$ cat src/verilog/dmr_pkg.sv
package dmr_pkg;

    // Payload and id widths
    localparam int DATA_W          = 16;
    localparam int ID_W            = 4;
    localparam int MAX_OUTSTANDING = 2 ** ID_W;

    // Operation groups and their register depths
    localparam int NUM_OPGROUPS     = 3;
    localparam int GRP_IDX_W        = $clog2(NUM_OPGROUPS);
    localparam int OPGROUP_STAGES_0 = 2;
    localparam int OPGROUP_STAGES_1 = 3;
    localparam int OPGROUP_STAGES_2 = 4;

    // Cycles to wait for the second copy
    localparam int LOCK_TIMEOUT = 5;
    localparam int LOCK_TIMER_W = $clog2(LOCK_TIMEOUT);

    // Operation selects the group, value 3 unused
    typedef enum logic [1:0] {
        OP_FAST = 2'd0,
        OP_MID  = 2'd1,
        OP_SLOW = 2'd2
    } op_e;

    typedef enum logic {
        FAULT_FLIP = 1'b0,
        FAULT_DROP = 1'b1
    } fault_kind_e;

    typedef enum logic {
        PAIR_EMPTY = 1'b0,
        PAIR_HOLD  = 1'b1
    } pair_state_e;

endpackage

$ cat src/verilog/dmr_end.sv
`timescale 1ns/1ns

module dmr_end (
    input  logic                       clk_i,
    input  logic                       reset_i,
    input  logic [dmr_pkg::DATA_W-1:0] data_i,
    input  dmr_pkg::op_e               op_i,
    input  logic [dmr_pkg::ID_W-1:0]   id_i,
    input  logic                       valid_i,
    output logic                       ready_o,
    output logic [dmr_pkg::DATA_W-1:0] data_o,
    output dmr_pkg::op_e               op_o,
    output logic [dmr_pkg::ID_W-1:0]   id_o,
    output logic                       faulty_o,
    output logic                       valid_o,
    input  logic                       ready_i,
    output logic                       lock_o
);
    import dmr_pkg::*;

    pair_state_e             state_q;
    logic [DATA_W-1:0]       data_q;
    op_e                     op_q;
    logic [ID_W-1:0]         id_q;
    logic [LOCK_TIMER_W-1:0] timer_q;
    logic                    out_free;
    logic                    id_match;
    logic                    take_pair;
    logic                    timeout;

    assign out_free = !valid_o || ready_i;
    assign id_match = (id_i == id_q);
    assign lock_o   = (state_q == PAIR_HOLD);

    // A copy with another id means the partner is gone, so it waits for the timeout
    assign ready_o   = (state_q == PAIR_EMPTY) || (id_match && out_free);
    assign take_pair = (state_q == PAIR_HOLD) && valid_i && id_match && out_free;
    assign timeout   = (state_q == PAIR_HOLD) && !(valid_i && id_match) && out_free &&
                       (timer_q == LOCK_TIMER_W'(LOCK_TIMEOUT - 1));

    always_ff @(posedge clk_i) begin
        if (reset_i) begin
            state_q <= PAIR_EMPTY;
            timer_q <= '0;
            valid_o <= 1'b0;
        end else begin
            case (state_q)
                PAIR_EMPTY: begin
                    if (valid_i) begin
                        state_q <= PAIR_HOLD;
                        timer_q <= '0;
                    end
                end
                PAIR_HOLD: begin
                    if (take_pair || timeout) begin
                        state_q <= PAIR_EMPTY;
                    end else if (out_free) begin
                        // Stalled output cycles do not count
                        timer_q <= timer_q + 1'b1;
                    end
                end
                default: state_q <= PAIR_EMPTY;
            endcase
            if (take_pair || timeout) begin
                valid_o <= 1'b1;
            end else if (ready_i) begin
                valid_o <= 1'b0;
            end
        end
    end

    always_ff @(posedge clk_i) begin
        if (state_q == PAIR_EMPTY && valid_i) begin
            data_q <= data_i;
            op_q   <= op_i;
            id_q   <= id_i;
        end
        if (take_pair || timeout) begin
            data_o   <= data_q;
            op_o     <= op_q;
            id_o     <= id_q;
            faulty_o <= timeout || (data_i != data_q);
        end
    end

endmodule

$ cat config.mk
export PLATFORM = sky130hd
export DESIGN_NAME = dmr_end
export DESIGN_NICKNAME = d
export VERILOG_FILES = /design/src/verilog/dmr_pkg.sv /design/src/verilog/dmr_end.sv
export SDC_FILE = /design/constraint.sdc
export NUM_CORES = 1
export LEC_CHECK = 0
export BUFFER_PORTS_ARGS = -buffer_cell sky130_fd_sc_hd__buf_4
export CAP_MARGIN = 5
export CORE_MARGIN = 2
export CORE_UTILIZATION = 50
export CTS_BUF_LIST = sky130_fd_sc_hd__clkbuf_2 sky130_fd_sc_hd__clkbuf_4 sky130_fd_sc_hd__clkbuf_8
export DETAILED_ROUTE_END_ITERATION = 10
export GPL_ROUTABILITY_DRIVEN = 1
export HOLD_SLACK_MARGIN = 0.12
export PLACE_DENSITY = 0.77
export SETUP_SLACK_MARGIN = 0.05
export SLEW_MARGIN = 15
export SYNTH_ARGS = -nofsm -noshare
export SYNTH_HDL_FRONTEND = slang
export SYNTH_SLANG_ARGS = --single-unit
$ cat constraint.sdc
create_clock -name clk_i -period 3.2 [get_ports clk_i]
set_input_delay 0.32 -clock clk_i [delete_from_list [all_inputs] [get_ports clk_i]]
set_output_delay 0.32 -clock clk_i [all_outputs]
set_load 0.1 [all_outputs]
[Word-level counts from Yosys, hierarchy flattened]
Cells that the tools add are included.
Word-level totals
  bits of input ports: 26
  flip-flop bits (word level): 50
  output and inout bits: 26
Operators by class
  equality and inequality tests: 6
  bitwise gates (word level): 1
  reductions and logical operators: 17
  mux-type cells: 9
  add/subtract/negate cells: 1
Operators with widths (number)
  $ne 16x16->1: 1
  $logic_and 1x1->1: 9
  $mux 3: 3
  $pmux 3 s2: 1
  $eq 4x4->1: 1
  $logic_or 1x1->1: 4
  $mux 1: 4
  $ne 2x2->1 const B: 2
  $add 3x1->3 const B: 1
  $eq 3x3->1 const B: 1
  $reduce_and 3->1: 1
  $logic_not 1->1: 2
  $ne 2x1->1 const B: 1
  $pmux 1 s2: 1
  $reduce_bool 2->1: 1
  $not 1->1: 1

[Logic depth before layout (Yosys ltp)]
Gate-level depths: netlist of run 1.
  depth in word-level cells: 9
  mapped depth: 5
  mapped depth without buffers: 5

[Least setup slack after synthesis of run 1]
OpenSTA, ideal clock, no wires.
  kind: register -> register
  start: register state_q, in the netlist lock_o
  end: register data_o[0] (netlist name) (enable)
  stages on the path, launching flop included: 3
  setup slack: 0.494 ns
  data arrival time: 2.303 ns
  buffers on the path: 0
  path through: dfxtp_1 -> nand2_1 -> nor2_1
On the way
  longest elaborated chain between the ends: 4
  elaborated cells on any way between the ends: 7
  classes of those cells: 7 x reduce/logical
RTL lines
  start: declaration: line dmr_end.sv:21  | pair_state_e state_q;
  start signal: assignment: line dmr_end.sv:43  | state_q <= PAIR_EMPTY;
  start signal: assignment: line dmr_end.sv:50  | state_q <= PAIR_HOLD;
  start signal: assignment: line dmr_end.sv:56  | state_q <= PAIR_EMPTY;
  $logic_and 1x1->1 (on tied branches) (3 in series): line dmr_end.sv:37, dmr_end.sv:38
  $logic_or 1x1->1 (*): line dmr_end.sv:78  | if (take_pair || timeout) begin
  end signal: assignment: line dmr_end.sv:79  | data_o <= data_q;
  end: declaration: line dmr_end.sv:11  | output logic [dmr_pkg::DATA_W-1:0] data_o,
Every way passes the cells marked *; elsewhere a longest branch is shown, timed or not.
A chain may end at the register's enable or synchronous reset.

[Worst setup path after layout of run 1]
  start: register id_q[1]
  end: output port ready_o
On the way
  longest elaborated chain between the ends: 3
RTL lines
  start: declaration: line dmr_end.sv:24  | logic [ID_W-1:0] id_q;
  start signal: assignment: line dmr_end.sv:76  | id_q <= id_i;
  $eq 4x4->1: line dmr_end.sv:32  | assign id_match = (id_i == id_q);
  $logic_and 1x1->1: line dmr_end.sv:36  | assign ready_o = (state_q == PAIR_EMPTY) || (id_match && out_free);
  $logic_or 1x1->1: line dmr_end.sv:36
  end: declaration: line dmr_end.sv:10  | output logic ready_o,
Every way passes these cells.

==> results of run 1 <==
placed cells by master (no fill, tap or decap), types with 2 or more instances in the layout:
| cell type | netlist | layout |
|---|---|---|
| sky130_fd_sc_hd__a21oi_1 | 2 | 2 |
| sky130_fd_sc_hd__buf_4 | 0 | 53 |
| sky130_fd_sc_hd__clkbuf_8 | 0 | 5 |
| sky130_fd_sc_hd__dfxtp_1 | 5 | 5 |
| sky130_fd_sc_hd__edfxtp_1 | 45 | 45 |
| sky130_fd_sc_hd__ha_1 | 2 | 2 |
| sky130_fd_sc_hd__inv_1 | 3 | 3 |
| sky130_fd_sc_hd__nand2_1 | 6 | 6 |
| sky130_fd_sc_hd__nor2_1 | 3 | 2 |
| sky130_fd_sc_hd__nor4_1 | 4 | 4 |
| sky130_fd_sc_hd__xor2_1 | 20 | 20 |
worst max-delay path: stages (launching register included):
cell	delay [ns]
sky130_fd_sc_hd__edfxtp_1	0.43
sky130_fd_sc_hd__xor2_1	0.20
sky130_fd_sc_hd__nor4_4	0.43
sky130_fd_sc_hd__nand2_1	0.09
sky130_fd_sc_hd__nand2_1	0.08
sky130_fd_sc_hd__buf_4	0.28
layout make-up:
cell class              count  share of cell area [%]
repair buffers             53                    16.1
clock buffers               6                    3.09
inverters                   3                   0.456
well taps                  48                    2.43
clock inverters             2                    1.52
multi-input cells          55                    17.7
flip-flops and latches     50                    58.7
logic make-up (layout without fill, tap and decap cells):
| group | count (synthesis) | after routing | synth area share (%) |
|---|---|---|---|
| AOI/OAI and AO/OA | 8 | 8 | 3.76 |
| xor gates and xnor gates | 20 | 20 | 9.25 |
| muxes | 2 | 2 | 1.32 |
| buffers and inverters | 3 | 64 | 0.594 |
| adders and majority gates | 2 | 2 | 1.32 |
| DFF | 50 | 50 | 76.6 |
| and+or+nand+nor | 23 | 23 | 7.13 |
power groups by stage:
stage,clock (µW),sequential (µW),combinational [µW]
final,448,751,123
after global routing,481,753,133
after CTS,452,751,125
after detailed placement,0,765,124
after global placement,0,763,120
after floorplan,0,785,50.5
registers in the layout (all words and copies together), names as in the netlist:
register,count
faulty_o,1
timer_q,3
lock_o,1
op_q,2
data_q,16
data_o,16
valid_o,1
op_o,2
id_q,4
id_o,4
routing by layer:
| metal | up-vias | routed length, µm | GRT usage, % |
|---|---|---|---|
| li1 | 524 | - | - |
| met1 | 526 | 1390 | 20.0 |
| met2 | 32 | 1800 | 29.6 |
| met3 | 3 | 186 | 5.48 |
| met4 | 0 | 40 | 4.69 |
| met5 | - | 0 | 0 |
worst paths after layout:
check / slack (ns) / from / depth (start not counted) / endpoint
setup / recovery: 1.06 / id_q[1]$_DFFE_PP_ / 5 / ready_o
hold / removal: 0.18 / op_i[0] / 1 / op_q[0]$_DFFE_PP_
setup reg to reg: 1.07 / id_q[1]$_DFFE_PP_ / 5 / data_o[11]$_DFFE_PN_
hold reg to reg: 0.43 / op_q[1]$_DFFE_PP_ / 0 / op_o[1]$_DFFE_PN_
per-stage QoR:
step                      cells  setup slack (ns)  hold WS, ns  utilization (%)  area [µm²]
after floorplan             108             0.494        0.392                -        1890
after global placement      209              1.16        0.411             64.4        2360
after detailed placement    209              1.07        0.407             64.4        2360
after CTS                   217              1.04        0.173             67.5        2470
after global routing        217             0.965        0.166             67.5        2470
final                       217              1.06        0.180             67.5        2470
==> results.cfg, run 1 <==
[status]
status = complete, no violations

[yosys]
synthMostInstantiatedCell = sky130_fd_sc_hd__edfxtp_1
synth.top_cells.by_area = sky130_fd_sc_hd__edfxtp_1 71%, sky130_fd_sc_hd__xor2_1 9.2%, sky130_fd_sc_hd__dfxtp_1 5.3%
synth_nets = 136
post_synth.cell_area_avg_um2 = 17.5
synth.lib_cells_used.distinct = 26
async_reset_ff_share_pct = 0
synth.largest_area_cell = sky130_fd_sc_hd__edfxtp_1
ys.flop_type = sky130_fd_sc_hd__edfxtp_1
synth_seq_cells = 50
synth_top_cell_area_share_pct = 71.3
warnings_from_yosys = 0
synth.top_cells.by_count = 45 x sky130_fd_sc_hd__edfxtp_1, 20 x sky130_fd_sc_hd__xor2_1, 6 x sky130_fd_sc_hd__nand2_1
netlist_instances = 108
seq_area_frac_synth_pct = 76.6
synthesis.area_um2 = 1890
synth-edff-count = 45

[detailed_routing]
drt_first_iter_violations = 70
wl_per_cell_um = 15.7
detailed_route_wl_um = 3420
detailroute.via_count = 1085
drc = 0
ant_nets = 0
viasPerCell = 5.00
dr.pass1.iters = 4

[clock_network]
clk_transition_reported_paths_ns = 0.09
clock_insertion_delay_worst_skew_ns = 0.31
clk_path_buf_depth = 2
cts-buffers-inserted = 5
post_cts_setup_bufs = 0
tritoncts = yes
tritoncts_num_sinks = 50
post_cts.resized_instances = 0
ctsHoldBuffers = 0
clk_root_buffer_cell = sky130_fd_sc_hd__clkbuf_8
cts-htree-levels = 2

[power]
total_power_uw = 1320
combinationalPowerShare_pct = 9.3
internal_power_uw = 1020
ir_worst_vdd_uv = 343
power_switching_uw = 297
p_per_area_nw_per_um2 = 535
switching_share_pct = 22.5
power.leakage_uw = 0.000940
sequentialPowerShare_pct = 56.8
share_clk_of_total_power_pct = 33.9

[setup_path]
worst_ep_arrival_time_ns = 1.82
cp_max_fo = 6
timing_worst_setup_path_type = register to primary output
timing.critical_path.from_type = register
crit_path_end_kind = primary output
cp_data_required_time_ns = 2.88

[timing]
period_needed_ns = 2.14
peak_clock_frequency_supported_by_timing_ghz = 0.467
rsz0062_at_grt = false
slew_violations = 0
final_min_period_over_clock_period_pct = 66.9
worst-slew-pin-transition_ns = 0.540
max_slew_margin_pct = 63.8
fin_tns_setup_ns = 0
report.final.setup_viol = 0
hold_viol_final = 0
final.setup_skew_ns = 0.0112

[global_routing]
grt_first_pass_wirelength_um = 5260
first_global_vias = 1069
maximum_number_of_pins_on_one_net_before_global_route_repair = 20
initial_antenna_violation_count = 0
gr-total-overflow = 0
groute.usage.overall_pct = 16.9

[finish]
fillCellCount = 259
finish.net_count = 196
final_layout_size_suffix_gt1_share_pct = 40.2
flow.area_growth_from_synthesis_pct = 30.4
multiInputGateArea_um2 = 437
n_antenna_cell = 0
sequential_cell_area_um2 = 1450

[placement]
detailed_place_hpwl_um = 2480
gp_congestion = 0.699
numPortBuffers = 51

[job]
maxCapViolCount = 0

[die]
initial_utilization_pct = 51.7
area_of_the_die_um2 = 4300
floorplan_die_width_um = 65.6
die_height_um = 65.6
floorplan.core_area_um2 = 3660
io_pins = 52
rows = 22

[min_path]
hold_path.class = input port to register
Note: power is estimated with default switching activity, not from simulation.
==> run 2, diff against run 1 <==
--- a/config.mk
+++ b/config.mk
@@ -8,7 +8,7 @@
 export BUFFER_PORTS_ARGS = -buffer_cell sky130_fd_sc_hd__buf_4
 export CAP_MARGIN = 5
 export CORE_MARGIN = 2
-export CORE_UTILIZATION = 50
+export CORE_UTILIZATION = 48
 export CTS_BUF_LIST = sky130_fd_sc_hd__clkbuf_2 sky130_fd_sc_hd__clkbuf_4 sky130_fd_sc_hd__clkbuf_8
 export DETAILED_ROUTE_END_ITERATION = 10
 export GPL_ROUTABILITY_DRIVEN = 1
==> constraint.sdc (replaced) <==
create_clock -name clk_i -period 1.8 [get_ports clk_i]
set_input_delay 0.18 -clock clk_i [delete_from_list [all_inputs] [get_ports clk_i]]
set_output_delay 0.18 -clock clk_i [all_outputs]
set_load 0.1 [all_outputs]
==> run 2 against run 1 <==
First-iteration DRC count is 10% higher; sequential power is 77% higher; combinational power rose by 130%; hold slack gained 0.036 ns; routed wire length is 4.5% higher; die area increased by 3.9%; register-to-register slack worse by 1.0 ns; cell count rose by 12%; total power is 91% higher; clock-buffer cell count down 1; critical path depth unchanged.
==> results.cfg, run 2 (same netlist as run 1, synthesis figures left out) <==
[status]
status = complete, no violations

[power]
total_power_uw = 2520
sequentialPowerShare_pct = 52.9
share_clk_of_total_power_pct = 35.6
p_per_area_nw_per_um2 = 896
power.leakage_uw = 0.00108
switching_share_pct = 21.0
internal_power_uw = 1990
combinationalPowerShare_pct = 11.5
ir_worst_vdd_uv = 581
power_switching_uw = 529

[setup_path]
worst_ep_arrival_time_ns = 1.58
crit_path_end_kind = primary output
critPathSlowestCell = sky130_fd_sc_hd__edfxtp_1
timing_worst_setup_path_type = register to primary output
timing.critical_path.from_type = register
reg2reg_from = id_q[2]$_DFFE_PP_
cp_data_required_time_ns = 1.62
list_of_cells_traversed_by_the_critical_path = xor2_1 > nor4_4 > nand2_1 > nand2_2 > buf_12
worstRegToRegCells = 6
cp_max_fo = 2
crit_buf_inv = 1
max_stage_delay_ns = 0.41
r2r_setup_slack_ns = 0.07
crit_family = simple AND/OR/NAND/NOR gates
critical_path.reg2reg.endpoint = data_o[4]$_DFFE_PN_

[global_routing]
initial_antenna_violation_count = 0
gr-total-overflow = 0
groute.usage.overall_pct = 17.5
first_global_vias = 1150
maximum_number_of_pins_on_one_net_before_global_route_repair = 24
grt_first_pass_wirelength_um = 5490

[job]
maxCapViolCount = 0

[detailed_routing]
viasPerCell = 4.97
detailed_route_wl_um = 3570
wl_per_cell_um = 14.7
dr.pass1.iters = 4
detailroute.via_count = 1208
drc = 0
ant_nets = 0
drt_first_iter_violations = 77

[placement]
detailed_place_hpwl_um = 2370
place_ws_ns = 0.0386
numPortBuffers = 51
placed_area_um2 = 2400
gp_congestion = 0.751

[timing]
max_slew_margin_pct = 69.0
final_min_period_over_clock_period_pct = 97.7
slew_violations = 0
hold_viol_final = 0
layout_setup_ws_ns = 0.0418
report.final.setup_viol = 0
worst-slew-pin-transition_ns = 0.463
peak_clock_frequency_supported_by_timing_ghz = 0.569
final.setup_skew_ns = 0.00744
period_needed_ns = 1.76
rsz0062_at_grt = true

[finish]
final_common_cell = sky130_fd_sc_hd__buf_4
highest_count_cells_in_the_layout_ignoring_fill_and_taps = 53 x sky130_fd_sc_hd__buf_4, 45 x sky130_fd_sc_hd__edfxtp_1, 23 x sky130_fd_sc_hd__dlygate4sd3_1, 19 x sky130_fd_sc_hd__xor2_1
fillCellCount = 221
flow.area_growth_from_synthesis_pct = 48.5
final_layout_size_suffix_gt1_share_pct = 39.5
design_area_um2 = 2810
finish.net_count = 222
registers_with_the_most_flip_flops = data_o (16), data_q (16)
n_antenna_cell = 0

[die]
io_pins = 52
area_of_the_die_um2 = 4460
rows = 22
floorplan_die_width_um = 66.8
die_height_um = 66.8
initial_utilization_pct = 51.0
floorplan.core_area_um2 = 3720

[clock_network]
clk_path_buf_depth = 2
cts-buffers-inserted = 5
tritoncts = yes
clk_root_buffer_cell = sky130_fd_sc_hd__clkbuf_8
clock_insertion_delay_worst_skew_ns = 0.30
tritoncts_num_sinks = 50
cts-htree-levels = 2
clk_transition_reported_paths_ns = 0.08

[min_path]
worstHoldPathCells = 2
hold_path.class = input port to register
hold_path.startpoint = valid_i
worst_hold_endpoint = lock_o$_SDFF_PP0_
## run 2: cell types whose count changed in the layout (fill, tap and decap cells not counted), moves of 2 or more
cell,delta
sky130_fd_sc_hd__buf_12,+3
sky130_fd_sc_hd__dlygate4sd3_1,+23
sky130_fd_sc_hd__dfxtp_1,-2
sky130_fd_sc_hd__nor4_1,-2
sky130_fd_sc_hd__dfxtp_2,+2
sky130_fd_sc_hd__nor4_2,+2
## run 2: layout make-up
| type | instances | area [µm²] | area share, % |
|---|---|---|---|
| Clock inverter | 3 | 63.8 | 2.27 |
| Sequential cell | 50 | 1450 | 51.7 |
| Tap cell | 48 | 60.1 | 2.13 |
| Multi-Input combinational cell | 55 | 468 | 16.6 |
| Clock buffer | 5 | 68.8 | 2.45 |
| Timing Repair Buffer | 79 | 688 | 24.5 |
| Inverter | 3 | 11.3 | 0.400 |
## run 2: layer usage
layer | vias to the layer above | global-route usage [%] | routed length [µm]
met1 | 587 | 21.5 | 1510
met5 | - | 0 | 0
met4 | 0 | 9.18 | 59
met2 | 40 | 28.6 | 1800
met3 | 5 | 4.22 | 200
li1 | 576 | - | -
## run 2: worst max path at each step
stage | slack [ns] | from | depth (start not counted) | to
finish | 0.04 | id_q[2]$_DFFE_PP_ | 5 | ready_o
global route | -0.08 | id_q[2]$_DFFE_PP_ | 5 | ready_o
CTS | 0.02 | id_q[1]$_DFFE_PP_ | 5 | ready_o
detailed placement | 0.04 | id_q[2]$_DFFE_PP_ | 5 | data_o[3]$_DFFE_PN_
global placement | 0.05 | id_q[2]$_DFFE_PP_ | 5 | op_o[1]$_DFFE_PN_
floorplan | -0.06 | id_q[2]$_DFFE_PP_ | 4 | data_o[0]$_DFFE_PN_
## run 2: metrics by stage
stage	utilization, %	hold WS (ns)	instances	TNS, ns
2_1_floorplan	-	0.245	108	-1.45
3_3_place_gp	64.7	0.360	210	0
3_5_place_dp	64.7	0.360	210	0
4_1_cts	75.4	0.205	243	0
5_1_grt	75.7	0.218	243	-1.27
6_report	75.7	0.215	243	0
## run 2: timing repair
item                       in CTS  in global routing
pin swaps                       4                  1
setup endpoints to repair      24                 25
resized for setup               4                  2
buffers inserted                2                  0
hold buffers                   23                  0
hold endpoints to repair       23                  0
## run 2: power by group through the flow
stage               clock, µW  combinational, µW  sequential, µW
floorplan                   0               92.5            1400
global placement            0                224            1360
detailed placement          0                230            1360
CTS                       912                283            1330
global route              960                307            1340
finish                    898                289            1330
==> run 3, diff against run 2 <==
--- a/config.mk
+++ b/config.mk
@@ -8,7 +8,7 @@
 export BUFFER_PORTS_ARGS = -buffer_cell sky130_fd_sc_hd__buf_4
 export CAP_MARGIN = 5
 export CORE_MARGIN = 2
-export CORE_UTILIZATION = 48
+export CORE_UTILIZATION = 50
 export CTS_BUF_LIST = sky130_fd_sc_hd__clkbuf_2 sky130_fd_sc_hd__clkbuf_4 sky130_fd_sc_hd__clkbuf_8
 export DETAILED_ROUTE_END_ITERATION = 10
 export GPL_ROUTABILITY_DRIVEN = 1
==> constraint.sdc (replaced) <==
create_clock -name clk_i -period 1.7 [get_ports clk_i]
set_input_delay 0.17 -clock clk_i [delete_from_list [all_inputs] [get_ports clk_i]]
set_output_delay 0.17 -clock clk_i [all_outputs]
set_load 0.1 [all_outputs]
==> run 3 against run 2 <==
The run now ends with setup timing left; critical path depth stayed put; critical path type unchanged; register-to-register slack worse by 0.12 ns; cell count is 2.1% higher; sequential share of layout area is 0.43 points lower; global-route usage is 0.63 points higher; sequential power is 6% higher; clock power is 28% lower; flip-flop and latch count stayed put.
==> results.cfg, run 3 (same netlist as run 1, synthesis figures left out) <==
[timing]
period_needed_ns = 1.75
max_slew_margin_pct = 78.3
worst-slew-pin-transition_ns = 0.322
peak_clock_frequency_supported_by_timing_ghz = 0.570
layout_setup_ws_ns = -0.0545
fin_tns_setup_ns = -1.02
hold_viol_final = 0
report.final.setup_viol = 20
final.setup_skew_ns = 0.00367
final_min_period_over_clock_period_pct = 103
slew_violations = 0
rsz0062_at_grt = true

[finish]
multiInputGateArea_um2 = 509
sequential_cell_area_um2 = 1460
finish.cell_count_without_fillers = 248
n_antenna_cell = 0
final_common_cell = sky130_fd_sc_hd__buf_4
highest_count_cells_in_the_layout_ignoring_fill_and_taps = 57 x sky130_fd_sc_hd__buf_4, 45 x sky130_fd_sc_hd__edfxtp_1, 23 x sky130_fd_sc_hd__dlygate4sd3_1, 16 x sky130_fd_sc_hd__xor2_1
flow.area_growth_from_synthesis_pct = 50.1
fillCellCount = 207
design_area_um2 = 2840
final_layout_size_suffix_gt1_share_pct = 42.0
finish.net_count = 227
registers_with_the_most_flip_flops = data_o (16), data_q (16)

[setup_path]
cp_max_fo = 2
crit_buf_inv = 1
critPathSlowestCell = sky130_fd_sc_hd__edfxtp_1
worst_ep_arrival_time_ns = 1.58
cp_data_required_time_ns = 1.53
crit_family = simple AND/OR/NAND/NOR gates
max_stage_delay_ns = 0.43
crit_path_end_kind = primary output
list_of_cells_traversed_by_the_critical_path = xor2_2 > nor4_4 > nand2_1 > nand2_4 > buf_12
timing_worst_setup_path_type = register to primary output
timing.critical_path.from_type = register
r2r_setup_slack_ns = -0.05

[global_routing]
most_used_routing_layer = met2
initial_antenna_violation_count = 0
grt_first_pass_wirelength_um = 5620
grt_use_met3_pct = 4.97
gr-total-overflow = 0
maximum_number_of_pins_on_one_net_before_global_route_repair = 20
met2_usage_grt_pct = 30.5
met1_usage_pct = 22.7
first_global_vias = 1188
groute.usage.overall_pct = 18.1

[die]
initial_utilization_pct = 51.7
area_of_the_die_um2 = 4300
die_height_um = 65.6
floorplan.core_area_um2 = 3660
floorplan_die_width_um = 65.6
io_pins = 52
rows = 22

[clock_network]
cts-buffers-inserted = 5
cts-htree-levels = 2
clock_insertion_delay_worst_skew_ns = 0.30
tritoncts = yes
clk_transition_reported_paths_ns = 0.08
clk_path_buf_depth = 2
clk_root_buffer_cell = sky130_fd_sc_hd__clkbuf_8
tritoncts_num_sinks = 50

[status]
violations = setup timing
status = finished with violations

[power]
internal_power_uw = 1820
ir_worst_vdd_uv = 681
sequentialPowerShare_pct = 59.5
share_clk_of_total_power_pct = 27.2
switching_share_pct = 23.6
p_per_area_nw_per_um2 = 837
power.leakage_uw = 0.00109
combinationalPowerShare_pct = 13.3
power_switching_uw = 562

[placement]
detailed_place_hpwl_um = 2440
placedCellCount = 212
gp_congestion = 0.833
placed_area_um2 = 2420
numPortBuffers = 51

[detailed_routing]
ant_nets = 0
viasPerCell = 4.87
detailroute.via_count = 1208
drt_first_iter_violations = 71
wl_per_cell_um = 14.4
dr.pass1.iters = 4
drc = 0
detailed_route_wl_um = 3570

[min_path]
hold_path.class = input port to register

[job]
maxCapViolCount = 0
[run 3: power by group through the flow]
| stage | clock, µW | combinational [µW] | sequential [µW] |
|---|---|---|---|
| final | 648 | 317 | 1410 |
| after global routing | 707 | 337 | 1420 |
| after CTS | 669 | 315 | 1410 |
| after detailed placement | 0 | 243 | 1440 |
| after global placement | 0 | 236 | 1440 |
| after floorplan | 0 | 100 | 1480 |
[run 3: path summary, 6_finish.rpt]
path	from	depth (start not counted)	end
setup / recovery	id_q[2]$_DFFE_PP_	5	ready_o
hold / removal	valid_i	2	lock_o$_SDFF_PP0_
setup reg to reg	id_q[2]$_DFFE_PP_	6	data_o[15]$_DFFE_PN_
hold reg to reg	op_q[0]$_DFFE_PP_	0	op_o[0]$_DFFE_PN_
[run 3: area by class of cell]
type | instances | area share (%)
sequential | 50 | 51.2
timing repair buffer | 84 | 25.4
multi-input combinational | 55 | 17.9
clock buffer | 5 | 2.42
tap | 48 | 2.11
clock inverter | 3 | 0.572
inverter | 3 | 0.396
[run 3: repair_timing]
item,CTS,global route
pin swaps,8,0
hold buffers,23,0
endpoints found under the hold margin,23,0
gates resized for setup,12,0
setup endpoints to repair,26,29
buffers inserted,4,1
[run 3: per-layer routing]
layer / wire (µm) / share of wire (%) / vias up
met5: 0 / 0 / -
met4: 54 / 1.5 / 0
met3: 203 / 5.7 / 6
met2: 1810 / 51 / 38
met1: 1500 / 42 / 580
li1: - / - / 584
[run 3: through the flow]
stage                     total power [µW]  setup WS (ns)  utilization (%)  hold slack (ns)
after global placement                1670      -0.000699             66.1            0.350
after CTS                             2400        -0.0684             77.4            0.222
after floorplan                       1580         -0.163                -            0.235
after detailed placement              1680        -0.0812             66.1            0.349
after global routing                  2460         -0.156             77.6            0.245
final                                 2380        -0.0545             77.6            0.232
